## src/include/core_settings.svh

```systemverilog
`ifndef CORE_SETTINGS_SVH
`define CORE_SETTINGS_SVH

// Datapath width, shared by data words and PCs
`define CORE_XLEN 32

// Architectural register file
`define CORE_NREGS 32
`define CORE_RADDR_W 5

// Register file read ports, two per decode slot
`define CORE_READ_PORTS 4

// Exception code width and the code for TLB refill
`define CORE_ECODE_W 6
`define CORE_ECODE_TLBR 6'h3F

// Instructions retired per cycle
`define CORE_COMMIT_W 2

`endif

```

## src/hw/core_pkg.sv

```systemverilog
`include "core_settings.svh"

package core_pkg;

    // One architectural data word
    typedef logic [`CORE_XLEN-1:0] word_t;

    // Instruction address
    typedef logic [`CORE_XLEN-1:0] pc_t;

    // Register number
    typedef logic [`CORE_RADDR_W-1:0] reg_addr_t;

    // Exception code as carried down the pipe
    typedef logic [`CORE_ECODE_W-1:0] ecode_t;

    // What a slot does when it reaches commit
    typedef enum logic [1:0] {
        CK_NORMAL = 2'd0,
        CK_EXCP   = 2'd1,
        CK_ERTN   = 2'd2
    } commit_kind_e;

endpackage

```

## src/hw/commit_ctrl.sv

```systemverilog
`timescale 1ns/1ps
`include "core_settings.svh"

module commit_ctrl (
    input  logic                       clk,
    input  logic                       rst_n_i,

    // Slots from the writeback register
    input  logic [`CORE_COMMIT_W-1:0]  wb_valid_i,
    input  core_pkg::pc_t              wb_pc_i    [`CORE_COMMIT_W],
    input  core_pkg::commit_kind_e     wb_kind_i  [`CORE_COMMIT_W],
    input  core_pkg::ecode_t           wb_ecode_i [`CORE_COMMIT_W],
    input  logic [`CORE_COMMIT_W-1:0]  wb_we_i,
    input  core_pkg::reg_addr_t        wb_waddr_i [`CORE_COMMIT_W],
    input  core_pkg::word_t            wb_wdata_i [`CORE_COMMIT_W],

    // Branch resolution and exception entries
    input  logic [`CORE_COMMIT_W-1:0]  branch_flag_i,
    input  core_pkg::pc_t              branch_target_i [`CORE_COMMIT_W],
    input  core_pkg::pc_t              eentry_i,
    input  core_pkg::pc_t              tlbrentry_i,

    // Register file write ports
    output logic [`CORE_COMMIT_W-1:0]  rf_we_o,
    output core_pkg::reg_addr_t        rf_waddr_o [`CORE_COMMIT_W],
    output core_pkg::word_t            rf_wdata_o [`CORE_COMMIT_W],

    output logic                       flush_o,
    output logic                       backend_flush_o,
    output core_pkg::pc_t              next_pc_o,
    output core_pkg::pc_t              era_o,

    // Commit trace
    output core_pkg::pc_t              debug0_wb_pc_o,
    output logic [3:0]                 debug0_wb_rf_wen_o,
    output core_pkg::reg_addr_t        debug0_wb_rf_wnum_o,
    output core_pkg::word_t            debug0_wb_rf_wdata_o,
    output core_pkg::pc_t              debug1_wb_pc_o,
    output logic [3:0]                 debug1_wb_rf_wen_o,
    output core_pkg::reg_addr_t        debug1_wb_rf_wnum_o,
    output core_pkg::word_t            debug1_wb_rf_wdata_o
);

    logic [`CORE_COMMIT_W-1:0] slot_live;
    logic [`CORE_COMMIT_W-1:0] retire;
    logic [`CORE_COMMIT_W-1:0] excp_slot;
    logic [`CORE_COMMIT_W-1:0] ertn_slot;
    logic                      excp_flush;
    logic                      ertn_flush;
    core_pkg::pc_t             excp_pc;
    core_pkg::ecode_t          excp_ecode;

    // Slot 1 only counts when slot 0 does not redirect
    assign slot_live[0] = wb_valid_i[0];
    assign slot_live[1] = wb_valid_i[1] &
                          (!wb_valid_i[0] || wb_kind_i[0] == core_pkg::CK_NORMAL);

    always_comb begin
        for (int i = 0; i < `CORE_COMMIT_W; i++) begin
            retire[i]    = slot_live[i] && wb_kind_i[i] == core_pkg::CK_NORMAL;
            excp_slot[i] = slot_live[i] && wb_kind_i[i] == core_pkg::CK_EXCP;
            ertn_slot[i] = slot_live[i] && wb_kind_i[i] == core_pkg::CK_ERTN;
        end
    end

    assign excp_flush = |excp_slot;
    assign ertn_flush = |ertn_slot;
    assign flush_o    = excp_flush | ertn_flush;

    // Oldest excepting slot wins
    assign excp_pc    = excp_slot[0] ? wb_pc_i[0] : wb_pc_i[1];
    assign excp_ecode = excp_slot[0] ? wb_ecode_i[0] : wb_ecode_i[1];

    assign rf_we_o    = retire & wb_we_i;
    assign rf_waddr_o = wb_waddr_i;
    assign rf_wdata_o = wb_wdata_i;

    assign backend_flush_o = (|branch_flag_i) | excp_flush | ertn_flush;

    always_comb begin
        if (branch_flag_i[0]) begin
            next_pc_o = branch_target_i[0];
        end else if (branch_flag_i[1]) begin
            next_pc_o = branch_target_i[1];
        end else if (excp_flush) begin
            next_pc_o = (excp_ecode == `CORE_ECODE_TLBR) ? tlbrentry_i : eentry_i;
        end else if (ertn_flush) begin
            next_pc_o = era_o;
        end else begin
            next_pc_o = '0;
        end
    end

    // Exception return address
    always_ff @(posedge clk) begin
        if (!rst_n_i) begin
            era_o <= '0;
        end else if (excp_flush) begin
            era_o <= excp_pc;
        end
    end

    // Trace fields hold the last retired slot, wen pulses per write
    always_ff @(posedge clk) begin
        if (!rst_n_i) begin
            debug0_wb_pc_o       <= '0;
            debug0_wb_rf_wen_o   <= '0;
            debug0_wb_rf_wnum_o  <= '0;
            debug0_wb_rf_wdata_o <= '0;
            debug1_wb_pc_o       <= '0;
            debug1_wb_rf_wen_o   <= '0;
            debug1_wb_rf_wnum_o  <= '0;
            debug1_wb_rf_wdata_o <= '0;
        end else begin
            debug0_wb_rf_wen_o <= {3'b000, rf_we_o[0]};
            debug1_wb_rf_wen_o <= {3'b000, rf_we_o[1]};
            if (retire[0]) begin
                debug0_wb_pc_o       <= wb_pc_i[0];
                debug0_wb_rf_wnum_o  <= wb_waddr_i[0];
                debug0_wb_rf_wdata_o <= wb_wdata_i[0];
            end
            if (retire[1]) begin
                debug1_wb_pc_o       <= wb_pc_i[1];
                debug1_wb_rf_wnum_o  <= wb_waddr_i[1];
                debug1_wb_rf_wdata_o <= wb_wdata_i[1];
            end
        end
    end

    // Exception and return in one cycle would corrupt era and the redirect
    a_excp_ertn_excl: assert property (
        @(posedge clk) disable iff (!rst_n_i)
        !(excp_flush && ertn_flush)
    );

endmodule

```

## config.mk

```make
export PLATFORM = sky130hd
export DESIGN_NAME = commit_ctrl
export DESIGN_NICKNAME = d
export VERILOG_FILES = /design/src/hw/core_pkg.sv /design/src/hw/commit_ctrl.sv
export VERILOG_INCLUDE_DIRS = /design/src /design/src/include
export SDC_FILE = /design/constraint.sdc
export NUM_CORES = 1
export LEC_CHECK = 0
export ABC_CLOCK_PERIOD_IN_PS = 1700
export BUFFER_PORTS_ARGS = -buffer_cell sky130_fd_sc_hd__buf_2
export CAP_MARGIN = 20
export CORE_AREA = 10 10 216 218
export DETAILED_ROUTE_END_ITERATION = 16
export DIE_AREA = 0 0 226 228
export HOLD_SLACK_MARGIN = 0.02
export PLACE_DENSITY_LB_ADDON = 0.3
export SLEW_MARGIN = 30
export SYNTH_ARGS = -nofsm -noshare
export SYNTH_HDL_FRONTEND = slang
export SYNTH_SLANG_ARGS = --single-unit
```

## constraint.sdc

```tcl
create_clock -name clk -period 1.7 [get_ports clk]
set_input_delay 0 -clock clk [delete_from_list [all_inputs] [get_ports clk]]
set_output_delay 0 -clock clk [all_outputs]
set_load 0.05 [all_outputs]
```

==> results.tsv <==
metric	value	unit
final worst-path setup slack	0.0227	ns
Pwr Density	817	nW/µm²
Critical path destination	next_pc_o[26]	
max frequency	596	MHz
remaining antenna violation count	0	
vias per std cell	4.37	
Fin Hold WS	0.214	ns
CTS clk-pin slew, worst paths	0.07	ns
FF-to-FF End	debug1_wb_rf_wdata_o[28]$_SDFFE_PN0P_	
# DRC	0	
final worst-path cycle share	98.7	%
Crit Path Max Fanout	11	
clock period minus final worst setup slack	1.68	ns
Initial Util	20.9	%
Worst setup EP type	primary output	
Synth area leader	dfxtp_1	
post-placement cell count	2125	
Critical Path AT	1.68	ns
die span in y	228	µm
required time worst endpoint	1.70	ns
CP startpoint kind	input port	
IO Port Bufs	571	
Worst path max stage delay	0.31	ns
slowest CP cell	and3b_2	
# setup viols final	0	
CP Launch Point	wb_kind_i[3]	
total length of routed wires	45700	µm
FILL cells	4513	
CTS tree	yes	
area share of the largest cell type after synthesis	38.8	%
via count	10200	
FF-to-FF setup slack	0.44	ns
Crit Path Class	input port to primary output	
cells along the critical path	buf_2 -> and3b_2 -> nor3_4 -> a41oi_4 -> buf_12 -> buf_12 -> clkbuf_16 -> mux2i_1 -> o21ai_1 -> clkbuf_4	
max capacitance violation total	0	
Area Growth Syn to Fin	64.0	%
syn avg cell area	7.80	µm²
core box area	42500	µm²
CTS H-tree lvls	4	
Root Driver	clkbuf_16	
most frequent cells in the layout	561 x buf_2, 377 x nand2_1, 177 x dlygate4sd3_1	
fin area	14600	µm²
r2r worst-path depth	3	
DRT Pass-1 Iters	4	
global-route wire length before repair	66000	µm
Worst Skew	0	ns
initial antenna violation count	2	
max-slew violations	0	
FF/Latch Area	3440	µm²
clk sinks	172	
yosys warns	0	
Post-Syn Area	8880	µm²
RSZ-0062 raised after global routing	yes	
row count	76	
Post-Syn Instances	1139	
clock insertion delay at the later pin of the skew report	0.43	ns
Lkg Pwr	7.21	nW
Synth cell types	33	
total grt overflow	0	
R2R Path Start	debug1_wb_rf_wdata_o[28]$_SDFFE_PN0P_	
Max Buffers Root-to-Sink	2	
top post-synthesis cells by area	dfxtp_1 39%, nand2_1 16%, a21boi_0 11%	
Final nets	2073	
CP dominant cell by count	buf_12	
DP Area	12000	µm²
share of post-route cells with drive strength above 1	36.6	%
endpoints failing hold	0	
1st-iter DRT viols	510	
worst slack, placed	0.0868	ns
number of global-route vias before repair	10800	
die width	226	µm
total track usage	16.6	%
largest net degree at the start of global routing	71	
HPWL after detailed placement	34100	µm
Routed wire per std cell	19.5	µm
flops & latches, synth	172	
Cell Count, Final, Fillers Out	2344	
# IOs	578	
Worst IR Drop VDD	0.000663	V
Seq/Total Area, Yosys	38.8	%
status	finished clean	
CTS Buf Count	17	
die area	51500	µm²
RePlAce Congestion	0.836	
multi-input logic area	4520	µm²
most common cell after layout, fill and taps aside	buf_2	
Tightest Hold Check Type	input port to register	
Layout Utilization	34.3	%
per-stage QoR:
stage | power [W] | TNS, ns
6_report | 0.0119 | 0
3_5_place_dp | 0.00741 | 0
3_3_place_gp | 0.00740 | 0
4_1_cts | 0.0120 | 0
5_1_grt | 0.0124 | -0.269
2_1_floorplan | 0.00639 | 0
final cells by class:
type / instances / share of cell area (%)
Tap cell: 546 / 4.69
Antenna cell: 2 / 0.0344
Clock buffer: 19 / 3.11
Clock inverter: 13 / 1.23
Sequential cell: 172 / 23.7
Timing Repair Buffer: 791 / 36.3
Multi-Input combinational cell: 801 / 31.0
routing by layer:
metal	vias up	track usage (%)	share of wire, %
met5	-	0	0
met4	0	5.93	2.4
met3	62	5.12	8.1
met2	453	28.9	49
met1	4712	18.6	40
li1	5018	-	-
power by group:
part | internal (W) | switching (W) | total [W]
Clock | 0.00243 | 0.00183 | 0.00426
Sequential | 0.00419 | 0.000116 | 0.00430
Combinational | 0.00113 | 0.00220 | 0.00333
Total | 0.00775 | 0.00415 | 0.0119
kinds of logic (layout without fill, tap and decap cells):
family | after synthesis | count (layout) | share of synthesized area [%]
compound gates | 271 | 271 | 22.6
mux | 32 | 32 | 3.61
simple gates | 491 | 491 | 23.8
xor+xnor | 1 | 1 | 0.0986
flops | 172 | 172 | 38.8
other cells | 1 | 8 | 0.0422
buf+inv | 171 | 823 | 11.1
critical path: cells and delay by family:
kind,cells,cell delay (ns)
mux,1,0.23
compound gates,2,0.30
buf+inv,5,0.79
simple gates,2,0.37
cells in the mapped netlist:
master	count
a21boi_0	126
a21boi_1	14
a21oi_1	33
a31oi_1	1
a41oi_4	1
and2_1	2
and3_1	3
and3b_1	1
and4_1	1
buf_1	6
buf_2	7
buf_4	81
buf_6	4
clkbuf_1	73
conb_1	1
dfxtp_1	172
mux2i_1	32
nand2_1	378
nand3_1	32
nand3b_1	2
nand4_1	1
nor2_2	1
nor2b_1	33
nor3_2	1
nor4b_2	1
o211a_1	32
o21ai_0	2
o21ai_1	30
o31a_1	32
or2_2	1
or3_1	33
or4b_1	1
xor2_1	1
worst min path at each step:
stage,depth (start not counted),startpoint,endpoint,slack (ns)
2_1_floorplan,2,wb_pc_i[21],debug1_wb_pc_o[21]$_SDFFE_PN0P_,0.13
3_3_place_gp,2,wb_we_i[1],debug1_wb_rf_wen_o[0]$_SDFF_PN0_,0.24
3_5_place_dp,2,wb_we_i[1],debug1_wb_rf_wen_o[0]$_SDFF_PN0_,0.24
4_1_cts,5,wb_kind_i[0],debug1_wb_pc_o[4]$_SDFFE_PN0P_,0.08
5_1_grt,3,rst_n_i,era_o[11]$_SDFFE_PN0N_,0.21
6_report,3,rst_n_i,era_o[11]$_SDFFE_PN0N_,0.21
state kept, by name (all words and copies together) (netlist names):
signal,flops
debug0_wb_rf_wnum_o,5
debug0_wb_rf_wen_o,1
debug1_wb_rf_wen_o,1
debug1_wb_pc_o,32
debug1_wb_rf_wnum_o,5
era_o,32
debug1_wb_rf_wdata_o,32
debug0_wb_pc_o,32
debug0_wb_rf_wdata_o,32
repair_timing:
action / in CTS / in global routing
setup buffers: 0 / 4
gates cloned: 0 / 4
gates resized for setup: 1 / 18
hold buffers: 177 / 0
pin swaps: 0 / 3
endpoints found under the hold margin: 165 / 0
endpoints found under the setup margin: 1 / 26
Power figures use the tool's default switching activity.
